$ cat src/hw/linkPkg.sv
package linkPkg;

    // ======================================================================
    // Serial link and FIFO sizing
    // ======================================================================

    // Width of every byte on the link and in the FIFOs
    localparam int ByteW = 8;

    // Command FIFO depth, also the number of command credits at reset
    localparam int CmdDepth = 8;

    // Response FIFO depth, also the number of response credits at reset
    localparam int RspDepth = 16;

    // Flops per serial input in the pin synchronizer
    localparam int SyncStages = 2;

    // Credit counter widths, wide enough to hold the full depth
    localparam int CmdCntW = $clog2(CmdDepth + 1);
    localparam int RspCntW = $clog2(RspDepth + 1);

endpackage

$ cat src/hw/cmdPkg.sv
package cmdPkg;

    // ======================================================================
    // Host command set
    // ======================================================================

    typedef enum logic [7:0] {
        OpNop      = 8'h00,
        OpLedOff   = 8'h80,
        OpLedOn    = 8'h81,
        OpReadMem  = 8'h82,
        OpWriteMem = 8'h83
    } opcodeT;

    // Single payload byte returned for an unknown opcode
    localparam logic [7:0] ErrCode = 8'hEE;

    // ======================================================================
    // Controller FSM
    // ======================================================================

    typedef enum logic [2:0] {
        StFetch,
        StGetAddr,
        StGetArg,
        StExec,
        StSendLen,
        StSendData
    } ctrlStateT;

endpackage

$ cat src/hw/byteFifo.sv
`timescale 1ns/1ps

module byteFifo #(
    parameter int Depth = linkPkg::CmdDepth
) (
    input  logic                      clk,
    input  logic                      rstN,
    input  logic                      push,
    input  logic [linkPkg::ByteW-1:0] pushData,
    input  logic                      pop,
    output logic [linkPkg::ByteW-1:0] popData,
    output logic                      empty
);
    import linkPkg::*;

    logic [ByteW-1:0]             mem [Depth];
    logic [$clog2(Depth)-1:0]     wrPtr;
    logic [$clog2(Depth)-1:0]     rdPtr;
    logic [$clog2(Depth + 1)-1:0] count;
    logic                         doPop;

    // Writer side never overflows, the credits upstream see to that
    assign doPop = pop && !empty;
    assign empty = (count == '0);

    // Show-ahead head of queue
    assign popData = mem[rdPtr];

    always_ff @(posedge clk) begin
        if (push) begin
            mem[wrPtr] <= pushData;
        end
    end

    always_ff @(posedge clk or negedge rstN) begin
        if (!rstN) begin
            wrPtr <= '0;
            rdPtr <= '0;
            count <= '0;
        end else begin
            if (push) begin
                wrPtr <= (int'(wrPtr) == Depth - 1) ? '0 : wrPtr + 1'b1;
            end
            if (doPop) begin
                rdPtr <= (int'(rdPtr) == Depth - 1) ? '0 : rdPtr + 1'b1;
            end
            case ({push, doPop})
                2'b10:   count <= count + 1'b1;
                2'b01:   count <= count - 1'b1;
                default: count <= count;
            endcase
        end
    end

endmodule

$ cat src/hw/serialRx.sv
`timescale 1ns/1ps

module serialRx (
    input  logic                      clk,
    input  logic                      rstN,
    input  logic                      debugClk,
    input  logic                      debugCs,
    input  logic                      debugDi,
    input  logic                      cmdCredit,
    output logic                      cmdPush,
    output logic [linkPkg::ByteW-1:0] cmdPushData,
    output logic                      cmdOverrun,
    output logic                      bitTick,
    output logic [2:0]                bitIndex
);
    import linkPkg::*;

    logic [SyncStages-1:0] clkSync;
    logic [SyncStages-1:0] csSync;
    logic [SyncStages-1:0] diSync;
    logic                  clkPrev;
    logic                  csNow;
    logic                  diNow;
    logic [ByteW-1:0]      shiftReg;
    logic [CmdCntW-1:0]    cmdCredits;
    logic                  byteDone;

    assign csNow = csSync[SyncStages-1];
    assign diNow = diSync[SyncStages-1];

    // Rising debugClk edge seen in the clk domain, only while selected
    assign bitTick  = clkSync[SyncStages-1] && !clkPrev && csNow;
    assign byteDone = bitTick && (bitIndex == 3'd7);

    always_ff @(posedge clk or negedge rstN) begin
        if (!rstN) begin
            clkSync    <= '0;
            csSync     <= '0;
            diSync     <= '0;
            clkPrev    <= 1'b0;
            bitIndex   <= 3'd0;
            cmdPush    <= 1'b0;
            cmdOverrun <= 1'b0;
            cmdCredits <= CmdCntW'(CmdDepth);
        end else begin
            clkSync <= {clkSync[SyncStages-2:0], debugClk};
            csSync  <= {csSync[SyncStages-2:0], debugCs};
            diSync  <= {diSync[SyncStages-2:0], debugDi};
            clkPrev <= clkSync[SyncStages-1];

            if (!csNow) begin
                bitIndex <= 3'd0;
            end else if (bitTick) begin
                bitIndex <= bitIndex + 3'd1;
            end

            // Drop the byte when the command FIFO has no room for it
            cmdPush <= byteDone && (cmdCredits != '0);
            if (byteDone && (cmdCredits == '0)) begin
                cmdOverrun <= 1'b1;
            end

            case ({cmdPush, cmdCredit})
                2'b10:   cmdCredits <= cmdCredits - 1'b1;
                2'b01:   cmdCredits <= cmdCredits + 1'b1;
                default: cmdCredits <= cmdCredits;
            endcase
        end
    end

    // Bit assembly, MSB first
    always_ff @(posedge clk) begin
        if (bitTick) begin
            shiftReg <= {shiftReg[ByteW-2:0], diNow};
        end
        if (byteDone) begin
            cmdPushData <= {shiftReg[ByteW-2:0], diNow};
        end
    end

endmodule

$ cat src/hw/serialTx.sv
`timescale 1ns/1ps

module serialTx (
    input  logic                      clk,
    input  logic                      rstN,
    input  logic                      bitTick,
    input  logic [2:0]                bitIndex,
    input  logic                      rspEmpty,
    input  logic [linkPkg::ByteW-1:0] rspData,
    output logic                      rspPop,
    output logic                      debugDo
);
    import linkPkg::*;

    logic [ByteW-1:0] shiftReg;
    logic             loadTick;

    // ======================================================================
    // Byte framing shared with the receiver
    // ======================================================================

    // Host samples the last bit of a byte on this tick, so the next one
    // goes in behind it
    assign loadTick = bitTick && (bitIndex == 3'd7);

    // Each pop frees one slot, which returns to the controller as a credit
    assign rspPop = loadTick && !rspEmpty;

    assign debugDo = shiftReg[ByteW-1];

    // ======================================================================
    // Output shifter
    // ======================================================================

    always_ff @(posedge clk or negedge rstN) begin
        if (!rstN) begin
            shiftReg <= '0;
        end else if (loadTick) begin
            // Idle filler is a zero byte
            shiftReg <= rspEmpty ? '0 : rspData;
        end else if (bitTick) begin
            shiftReg <= {shiftReg[ByteW-2:0], 1'b0};
        end
    end

    // A loaded byte stays on the pin while the host is deselected,
    // so its first bit is ready as soon as debugCs rises again

endmodule

$ cat src/hw/scratchMem.sv
`timescale 1ns/1ps

module scratchMem (
    input  logic                      clk,
    input  logic                      memWe,
    input  logic [linkPkg::ByteW-1:0] memAddr,
    input  logic [linkPkg::ByteW-1:0] memWData,
    output logic [linkPkg::ByteW-1:0] memRData
);
    import linkPkg::*;

    // One entry per address value
    logic [ByteW-1:0] mem [2**ByteW];

    always_ff @(posedge clk) begin
        if (memWe) begin
            mem[memAddr] <= memWData;
        end
        // Registered read, old data on a same-address write
        memRData <= mem[memAddr];
    end

endmodule

$ cat src/hw/cmdController.sv
`timescale 1ns/1ps

module cmdController (
    input  logic                      clk,
    input  logic                      rstN,
    input  logic                      cmdEmpty,
    input  logic [linkPkg::ByteW-1:0] cmdData,
    output logic                      cmdPop,
    input  logic                      rspCredit,
    output logic                      rspPush,
    output logic [linkPkg::ByteW-1:0] rspPushData,
    output logic                      memWe,
    output logic [linkPkg::ByteW-1:0] memAddr,
    output logic [linkPkg::ByteW-1:0] memWData,
    input  logic [linkPkg::ByteW-1:0] memRData,
    output logic                      led
);
    import linkPkg::*;
    import cmdPkg::*;

    ctrlStateT          state;
    opcodeT             opReg;
    logic [RspCntW-1:0] rspCredits;
    logic [ByteW-1:0]   addrReg;
    logic [ByteW-1:0]   argReg;
    logic [ByteW-1:0]   lenReg;
    logic [ByteW-1:0]   echoReg;
    logic               haveCredit;
    logic               frameFits;
    logic               isMemOp;
    logic               advance;

    // ======================================================================
    // Decode helpers
    // ======================================================================

    assign isMemOp    = (cmdData == OpReadMem) || (cmdData == OpWriteMem);
    assign haveCredit = (rspCredits != '0);

    // Whole frame (length byte plus payload) fits in the free slots.
    // Frames longer than the FIFO start once it has drained completely
    // and then stream byte by byte as credits come back
    assign frameFits = (int'(rspCredits) > int'(lenReg))
                    || (rspCredits == RspCntW'(RspDepth));

    // Read pointer moves only on a payload push
    assign advance = (state == StSendData) && rspPush;

    // ======================================================================
    // Memory port
    // ======================================================================

    // addrReg always names the byte now on memRData while streaming
    assign memAddr  = addrReg + {{(ByteW - 1){1'b0}}, advance};
    assign memWData = argReg;
    assign memWe    = (state == StExec) && (opReg == OpWriteMem);

    // ======================================================================
    // Queue handshakes
    // ======================================================================

    always_comb begin
        cmdPop      = 1'b0;
        rspPush     = 1'b0;
        rspPushData = lenReg;
        case (state)
            StFetch, StGetAddr, StGetArg: begin
                cmdPop = !cmdEmpty;
            end
            StSendLen: begin
                // frameFits already implies a nonzero credit count
                rspPush = frameFits;
            end
            StSendData: begin
                rspPush     = haveCredit;
                rspPushData = (opReg == OpReadMem) ? memRData : echoReg;
            end
            default: begin
                cmdPop = 1'b0;
            end
        endcase
    end

    // ======================================================================
    // FSM, LED and response credits
    // ======================================================================

    always_ff @(posedge clk or negedge rstN) begin
        if (!rstN) begin
            state      <= StFetch;
            opReg      <= OpNop;
            led        <= 1'b0;
            rspCredits <= RspCntW'(RspDepth);
        end else begin
            case ({rspPush, rspCredit})
                2'b10:   rspCredits <= rspCredits - 1'b1;
                2'b01:   rspCredits <= rspCredits + 1'b1;
                default: rspCredits <= rspCredits;
            endcase

            case (state)
                StFetch: begin
                    if (!cmdEmpty) begin
                        opReg <= opcodeT'(cmdData);
                        if (isMemOp) begin
                            state <= StGetAddr;
                        end else if (cmdData != OpNop) begin
                            state <= StExec;
                        end
                    end
                end
                StGetAddr: begin
                    if (!cmdEmpty) begin
                        state <= StGetArg;
                    end
                end
                StGetArg: begin
                    if (!cmdEmpty) begin
                        state <= StExec;
                    end
                end
                StExec: begin
                    state <= StSendLen;
                    case (opReg)
                        OpLedOff: led <= 1'b0;
                        OpLedOn:  led <= 1'b1;
                        OpReadMem: begin
                            // Zero count has no frame at all
                            if (argReg == '0) begin
                                state <= StFetch;
                            end
                        end
                        default: led <= led;
                    endcase
                end
                StSendLen: begin
                    if (frameFits) begin
                        state <= StSendData;
                    end
                end
                StSendData: begin
                    if (haveCredit && (lenReg == 8'd1)) begin
                        state <= StFetch;
                    end
                end
                default: begin
                    state <= StFetch;
                end
            endcase
        end
    end

    // Operands and frame bookkeeping
    always_ff @(posedge clk) begin
        case (state)
            StGetAddr: begin
                if (!cmdEmpty) begin
                    addrReg <= cmdData;
                end
            end
            StGetArg: begin
                if (!cmdEmpty) begin
                    argReg <= cmdData;
                end
            end
            StExec: begin
                lenReg <= (opReg == OpReadMem) ? argReg : 8'd1;
                case (opReg)
                    OpLedOff, OpLedOn, OpWriteMem: echoReg <= opReg;
                    default:                       echoReg <= ErrCode;
                endcase
            end
            StSendData: begin
                // lenReg counts the payload bytes still to go
                if (rspPush) begin
                    lenReg <= lenReg - 1'b1;
                end
                addrReg <= memAddr;
            end
            default: begin
                addrReg <= addrReg;
            end
        endcase
    end

endmodule

$ cat src/hw/debugLinkTop.sv
`timescale 1ns/1ps

module debugLinkTop (
    input  logic clk,
    input  logic rstN,
    input  logic debugClk,
    input  logic debugCs,
    input  logic debugDi,
    output logic debugDo,
    output logic led,
    output logic cmdOverrun
);
    import linkPkg::*;

    logic             cmdPush;
    logic [ByteW-1:0] cmdPushData;
    logic             cmdPop;
    logic [ByteW-1:0] cmdHead;
    logic             cmdEmpty;
    logic             rspPush;
    logic [ByteW-1:0] rspPushData;
    logic             rspPop;
    logic [ByteW-1:0] rspHead;
    logic             rspEmpty;
    logic             memWe;
    logic [ByteW-1:0] memAddr;
    logic [ByteW-1:0] memWData;
    logic [ByteW-1:0] memRData;
    logic             bitTick;
    logic [2:0]       bitIndex;

    // ======================================================================
    // Host to controller
    // ======================================================================

    serialRx u_serialRx (
        .clk         (clk),
        .rstN        (rstN),
        .debugClk    (debugClk),
        .debugCs     (debugCs),
        .debugDi     (debugDi),
        .cmdCredit   (cmdPop),
        .cmdPush     (cmdPush),
        .cmdPushData (cmdPushData),
        .cmdOverrun  (cmdOverrun),
        .bitTick     (bitTick),
        .bitIndex    (bitIndex)
    );

    byteFifo #(.Depth(CmdDepth)) cmdFifo (
        .clk      (clk),
        .rstN     (rstN),
        .push     (cmdPush),
        .pushData (cmdPushData),
        .pop      (cmdPop),
        .popData  (cmdHead),
        .empty    (cmdEmpty)
    );

    cmdController u_cmdController (
        .clk         (clk),
        .rstN        (rstN),
        .cmdEmpty    (cmdEmpty),
        .cmdData     (cmdHead),
        .cmdPop      (cmdPop),
        .rspCredit   (rspPop),
        .rspPush     (rspPush),
        .rspPushData (rspPushData),
        .memWe       (memWe),
        .memAddr     (memAddr),
        .memWData    (memWData),
        .memRData    (memRData),
        .led         (led)
    );

    scratchMem u_scratchMem (
        .clk      (clk),
        .memWe    (memWe),
        .memAddr  (memAddr),
        .memWData (memWData),
        .memRData (memRData)
    );

    // ======================================================================
    // Controller to host
    // ======================================================================

    byteFifo #(.Depth(RspDepth)) rspFifo (
        .clk      (clk),
        .rstN     (rstN),
        .push     (rspPush),
        .pushData (rspPushData),
        .pop      (rspPop),
        .popData  (rspHead),
        .empty    (rspEmpty)
    );

    serialTx u_serialTx (
        .clk      (clk),
        .rstN     (rstN),
        .bitTick  (bitTick),
        .bitIndex (bitIndex),
        .rspEmpty (rspEmpty),
        .rspData  (rspHead),
        .rspPop   (rspPop),
        .debugDo  (debugDo)
    );

endmodule

$ cat config.mk
export PLATFORM = sky130hd
export DESIGN_NAME = debugLinkTop
export DESIGN_NICKNAME = d
export VERILOG_FILES = /design/src/hw/linkPkg.sv /design/src/hw/cmdPkg.sv /design/src/hw/byteFifo.sv /design/src/hw/serialRx.sv /design/src/hw/serialTx.sv /design/src/hw/scratchMem.sv /design/src/hw/cmdController.sv /design/src/hw/debugLinkTop.sv
export SDC_FILE = /design/constraint.sdc
export NUM_CORES = 2
export LEC_CHECK = 0
export BUFFER_PORTS_ARGS = -buffer_cell sky130_fd_sc_hd__buf_2
export CELL_PAD_IN_SITES_DETAIL_PLACEMENT = 1
export CELL_PAD_IN_SITES_GLOBAL_PLACEMENT = 1
export CORE_ASPECT_RATIO = 1.75
export CORE_MARGIN = 2
export CORE_UTILIZATION = 59
export CTS_CLUSTER_DIAMETER = 60
export DETAILED_ROUTE_END_ITERATION = 16
export PLACE_DENSITY_LB_ADDON = 0.1
export SLEW_MARGIN = 20
export SYNTH_ARGS = -nofsm -noshare
export SYNTH_HDL_FRONTEND = slang
export SYNTH_SLANG_ARGS = --single-unit
$ cat constraint.sdc
create_clock -name clk -period 6.3 [get_ports clk]
set_input_delay 1.26 -clock clk [delete_from_list [all_inputs] [get_ports clk]]
set_output_delay 1.26 -clock clk [all_outputs]
set_load 0.05 [all_outputs]
Word level (Yosys, flattened, before mapping). Memory sizes are Yosys's and may differ from the RTL's. A register that Yosys moved wholly into a read port is not among the register bits. Cells that the tools add are included.

Register bits after elaboration: 111. Input bits: 5. Word-level logic and storage cells: 158. Memories kept: 3. RAM bits: 2240. Output and inout port bits: 3.

Memories: u_scratchMem.mem (words 256, bits a word 8, read ports 1, clocked after Yosys merged registers in 1, write ports 1, line scratchMem.sv:13) `logic [ByteW-1:0] mem [2**ByteW];`; rspFifo.mem (words 16, bits a word 8, read ports 1, clocked after Yosys merged registers in 0, write ports 1, line byteFifo.sv:16) `logic [ByteW-1:0] mem [Depth];`; cmdFifo.mem (words 8, bits a word 8, read ports 1, clocked after Yosys merged registers in 0, write ports 1, line byteFifo.sv:16).

Equality and inequality tests: 34. Reductions and logical operators: 40. Bitwise operators: 1. Magnitude comparators: 1. Muxes and demuxes: 39. $add $sub $neg: 15.

Operator list (count): $mux 8 (8); $eq 8x8->1 const B (6); $mux 3 (13); $pmux 8 s2 (2); $pmux 5 s2 (2); $pmux 3 s6 (1); $add 4x1->4 const B (4); $pmux 4 s2 (2); $reduce_bool 2->1 (8); $logic_and 1x1->1 (11); $add 5x1->5 const B (2); $reduce_and 2->1 (5); $sub 5x1->5 const B (2); $add 3x1->3 const B (3); $eq 3x1->1 const B (3); $eq 3x3->1 const B (3); $add 8x1->8 (1); $eq 2x1->1 const B (4); $eq 2x2->1 const B (4); $eq 4x1->1 const B (2); $eq 8x1->1 const B (1); $gt 5x8->1 (1); $logic_not 4->1 (2); $logic_not 8->1 (1); other kinds (20) (39).

Longest topological paths before layout.
Word-level depth: 8. Gate-level depth with buffers: 19. Depth with buffers taken out: 18.

Cells and area by module. Synthesis repeated with hierarchy kept, for this count alone.

Cell total of the unflattened synthesis: 4383. Area total of the unflattened synthesis: 91849.3 µm².

By module, submodules not included: scratchMem (seq. area each 61659.1 µm², cells an instance 3547, instances 1, area an instance 78492.8 µm²); byteFifo (rspFifo) (seq. area each 4169.0 µm², cells an instance 320, instances 1, area an instance 5890.6 µm²); byteFifo (cmdFifo) (seq. area each 2172.1 µm², cells an instance 159, instances 1, area an instance 3146.8 µm²); cmdController (seq. area each 1387.6 µm², cells an instance 241, instances 1, area an instance 2740.1 µm²); serialRx (seq. area each 852.1 µm², cells an instance 71, instances 1, area an instance 1174.9 µm²); serialTx (seq. area each 200.2 µm², cells an instance 45, instances 1, area an instance 404.1 µm²).

Least setup slack after synthesis. Ideal clock, no wire load.

Kind: register to register. Start point: register u_cmdController.rspCredits[1]. End point: memory u_scratchMem.mem[177][0], enable pin. Buffers on the path: 7. Slack: 1.942 ns. Period minus slack after synthesis: 4.358 ns. Required time: 6.015 ns. Stages on the path, launching flop included: 16. Arrival: 4.072 ns. Library setup time: 0.285 ns. Cell sequence: dfrtp_1 > or4_1 > clkbuf_1 > nor2_1 > nor3b_1 > ha_1 > xor2_1 > clkbuf_1 > buf_1 > buf_1 > clkbuf_1 > nor2_1 > clkbuf_1 > nand3_1 > clkbuf_1 > nor2_1.

Word-level cells in the longest chain between the ends: 5. Elaborated cells on any way between the ends: 7. Those cells by class: add/sub: 1; order compare: 1; eq/ne: 1; mux: 1; reduce/logical: 3.

Ends and longest elaborated chain: from (decl) (line cmdController.sv:23) `logic [RspCntW-1:0] rspCredits;`; from (signal assigned) (line cmdController.sv:93) `rspCredits <= RspCntW'(RspDepth);`; from (signal assigned) (line cmdController.sv:96) `2'b10: rspCredits <= rspCredits - 1'b1;`; from (signal assigned) (line cmdController.sv:97) `2'b01: rspCredits <= rspCredits + 1'b1;`; $gt 5x8->1 or $eq 5x5->1 (tied branches) (line cmdController.sv:43, cmdController.sv:44); $logic_or 1x1->1 (line cmdController.sv:44) `|| (rspCredits == RspCntW'(RspDepth));`; $pmux 1 s2 (*) (line cmdController.sv:66) `case (state)`; $logic_and 1x1->1 (*) (line cmdController.sv:47) `assign advance = (state == StSendData) && rspPush;`; $add 8x1->8 (*) (line cmdController.sv:54) `assign memAddr = addrReg + {{(ByteW - 1){1'b0}}, advance};`; to (decl) (line scratchMem.sv:13).

Every way passes the cells marked *; elsewhere a longest branch is shown, timed or not.

Worst setup path after layout.
Start point: register u_cmdController.state[0]. End point: register u_scratchMem.memRData[5] (netlist bit), read port of u_scratchMem.mem.

Word-level cells in the longest chain between the ends: 4. Elaborated cells on any way between the ends: 5. Those cells by class: add/sub: 1; eq/ne: 2; mux: 1; reduce/logical: 1.

Ends and longest elaborated chain: from (decl) (line cmdController.sv:21) `ctrlStateT state;`; from (signal assigned) (line cmdController.sv:90) `state <= StFetch;`; from (signal assigned) (line cmdController.sv:106) `state <= StGetAddr;`; from (signal assigned) (line cmdController.sv:108) `state <= StExec;`; $eq 3x3->1, on equally long branches (line cmdController.sv:47, cmdController.sv:66); $pmux 1 s2 (line cmdController.sv:66); $logic_and 1x1->1 (*) (line cmdController.sv:47); $add 8x1->8 (*) (line cmdController.sv:54); to (decl) (line scratchMem.sv:8) `output logic [linkPkg::ByteW-1:0] memRData`.

Marks and branches as above. A chain may end at the register's enable or synchronous reset.

==> metrics.md <==
| Metric | Value |
|---|---|
| Highest attainable clock frequency | `170 MHz` |
| Instance count on the critical path | `10` |
| Clk sink count | `2359` |
| Post-synth top flop | `edfxtp_1` |
| CTS clk-pin slew, worst paths | `0.07 ns` |
| Post-detailed-route via-to-cell ratio | `7.10` |
| Vias in the first global route | `58300` |
| Via count | `56600` |
| Sequential element share of the synthesized area | `0.755` |
| Critical path fanouts, max | `46` |
| Vertical die dimension | `530 um` |
| CTS HTree Levels | `4` |
| Top cell types by occurrence after synthesis | `edfxtp_1 (2287), nand2_1 (571), mux2i_1 (416), nor2_1 (378), mux4_2 (230)` |
| Number of nets in the layout | `5791` |
| Multiplexer share of the synthesized area | `0.104` |
| Number of synthesized flops with an enable pin | `2287` |
| Max-cap violation count | `0` |
| CTS Buf Count | `208` |
| Number of buffers on the longest clock path | `4` |
| Effective utilization at floorplan | `0.593` |
| Kind of end point of the critical path | `flop` |
| Clock Skew | `0.0413 ns` |
| Unrepaired setup endpoints after global routing | `false` |
| Total Power Consumption | `29.9 mW` |
| Post-synth top area cell | `edfxtp_1` |
| Delay of the slowest cell on the worst path | `0.78 ns` |
| Synth warnings | `0` |
| Port buffer count | `7` |
| Cell types with the largest area share after synthesis | `edfxtp_1 (74%), mux4_2 (5.6%), mux2i_1 (4.5%), nand2_1 (2.3%), dfrtp_1 (1.7%)` |
| Wire per inst | `39.7 um` |
| TritonCTS clock tree | `done` |
| Data arrival time of the critical path | `6.65 ns` |
| Xor and xnor fraction of the mapped netlist area | `0.00375` |
| Unique masters post-synth | `79` |
| Core Footprint | `0.157 mm^2` |
| Cell count of the worst reg-to-reg path | `10` |
| Power density relative to cell area | `286 mW/mm^2` |
| Initial DRC Count | `7192` |
| PostCTS Resize Cnt | `0` |
| Area share of the leading cell type in the synthesized netlist | `0.736` |
| Post-Synth Simple-Gate Area | `0.0619` |
| Fill count | `13300` |
| Slew at the pin closest to its max-slew limit | `1.29 ns` |
| Global-route wire length before repair | `443 mm` |
| Combined global-route utilization of all metal layers | `0.393` |
| Final HPWL from detailed placement | `202 mm` |
| Status | `completed` |
| Area of the die | `0.161 mm^2` |
| Final routed wirelength across all metal layers | `316 mm` |
| CP max-delay cell | `o31ai_1` |
| Number of setup buffers added after CTS | `0` |
| Startpoint-to-endpoint class of the critical path | `flop to flop` |
| Final Slew Violations | `0` |
| Async set or reset register ratio after synthesis | `0.0271` |
| Post-DRT Antenna Nets | `0` |
| Post-Synth Adder-Cell Area | `0.00501` |
| Portion of the clock cycle consumed by the worst path in the final layout | `0.936` |
| Number of optimization iterations in the first detailed-route pass | `6` |
| Number of synthesized register bits | `2359` |
| CTS Root Buffer Type | `clkbuf_16` |
| Syn nets | `5577` |
| Number of instances in the synthesized netlist | `5537` |
| Clock latency at the later pin of the worst-skew pair | `0.90 ns` |
| Fraction of layout instances using a drive strength above 1 | `0.164` |
| Number of cell rows | `193` |
| Overflow left after global routing | `0` |
| Number of antenna violations at the first check in global routing | `17` |
| Final setup violation count | `0` |
| Area fraction in compound gates after synthesis | `0.0530` |
| Number of buffers inserted for hold repair after clock tree synthesis | `0` |
| Worst ir drop on vdd | `0.266 mV` |
| Most frequent cell after synthesis | `edfxtp_1` |
| IO Count | `8` |
| CP dominant cell by count | `o211ai_1` |
| Layout overhead on the synthesized area | `11.9%` |
| Relative slew slack | `0.140` |
| Hold path depth | `0` |
| Average size of a mapped cell | `16.9 um^2` |
| Die Width | `305 um` |
| Sum Neg Setup Slack | `0 ns` |
| Number of design rule violations left after detail routing | `0` |
| Leakage power summed over all cells | `34.8 nW` |
| Critical-path cell list | `and3b_1 -> o211ai_1 -> xnor2_2 -> buf_4 -> mux4_2 -> o221a_2 -> o31ai_1 -> o211ai_1 -> nor4_1 -> nand3_1` |
| Critical Path RT | `7.05 ns` |
| Time the worst path needs with I/O delays and setup | `5.90 ns` |
| Final Wtd Congestion | `0.954` |
| Worst setup SP type | `flop` |
| Combinational family with the most area after synthesis | `multiplexers` |
| Hold Violations, Final | `0` |
| Hold slack | `0.356 ns` |
| Mapped cell area | `0.0933 mm^2` |
| Critical path's top delay family | `compound AO/OA/AOI/OAI gates` |
| Number of buffer and inverter instances along the worst setup path | `1` |
| Worst hold path type | `flop to flop` |
| Maximum number of pins on one net before global-route repair | `182` |
## stage by stage
stage	util	area, um^2	setup WS, ns	std cells
6_report	0.663	104000	0.402	7967
5_1_grt	0.663	104000	0.380	7959
4_1_cts	0.662	104000	0.622	7950
3_5_place_dp	0.620	97600	0.626	7583
3_3_place_gp	0.620	97600	0.217	7582
2_1_floorplan	-	93300	1.94	5537
## final timing paths
check | endpoint | slack [ns] | startpoint
max in group asynchronous | rspFifo.rdPtr[0] | 5.04 | rstN
hold / removal | u_serialRx.csSync[1] | 0.36 | u_serialRx.csSync[0]
hold reg to reg | u_serialRx.csSync[1] | 0.36 | u_serialRx.csSync[0]
setup / recovery | u_scratchMem.memRData[5] | 0.40 | u_cmdController.state[0]
setup reg to reg | u_scratchMem.memRData[5] | 0.40 | u_cmdController.state[0]
min in group asynchronous | u_serialRx.cmdCredits[1] | 0.57 | rstN
## registers in the layout (all words and copies together) (netlist names), 7 cells and up
name,flops
u_cmdController.addrReg,8
u_cmdController.echoReg,8
u_serialRx.cmdPushData,8
rspFifo.mem,128
u_scratchMem.mem,2048
u_scratchMem.memRData,8
u_serialRx.shiftReg,7
u_cmdController.memWData,8
u_serialTx.shiftReg,8
u_cmdController.opReg,8
cmdFifo.mem,64
u_cmdController.lenReg,8
## metal layers
metal / routed length, um / global-route usage
met1: 103000 / 0.453
met2: 155000 / 0.644
met3: 29000 / 0.0861
met4: 28900 / 0.306
met5: 97 / 0
## cells in the final DEF, fill, tap and decap left out, types with 26 or more instances in the layout
cell type,Yosys,routed
a2111oi_0,26,26
edfxtp_1,2287,2287
nand2_1,571,564
clkinv_2,0,45
a32oi_1,52,51
nand4_1,64,64
mux2i_1,416,416
dfrtp_1,62,61
mux2_2,31,31
a221oi_1,27,27
nor3_1,28,27
ha_1,31,30
buf_12,0,28
nor2_1,378,364
and3_1,44,44
mux4_2,230,230
buf_4,35,311
a31oi_1,51,51
clkinv_1,1,32
clkbuf_1,188,40
clkbuf_16,0,211
o22ai_1,139,139
a211oi_1,50,49
nand3_1,169,161
a21oi_1,85,85
inv_1,27,26
o21ai_0,122,119
## cell type report
class                      instances  area [um^2]  area share
timing repair buffer             351         3020      0.0289
tap                             2047         2560      0.0245
multi-input combinational       2803        21600       0.207
clock inverter                   110         1140      0.0109
sequential                      2359        70400       0.674
clock buffer                     257         5510      0.0528
antenna                           12         30.0    0.000287
inverter                          28          108     0.00103
## cells by family (layout without fill, tap and decap cells)
kind of cell    count (synthesis)  after routing
simple gates                 1333           1333
fa+ha+maj                      35             35
xor+xnor                       40             40
other cells                     2             14
compound gates                716            716
mux                           677            677
buf+inv                       375            746
flops                        2359           2359
## power by group
group | switching (mW) | leakage, nW | total, mW | internal (mW)
sequential | 0.00811 | 21.0 | 17.0 | 16.9
clock | 5.69 | 3.27 | 12.9 | 7.17
combinational | 0.0255 | 10.5 | 0.0357 | 0.0102
Note: power is estimated with default switching activity, not from simulation.
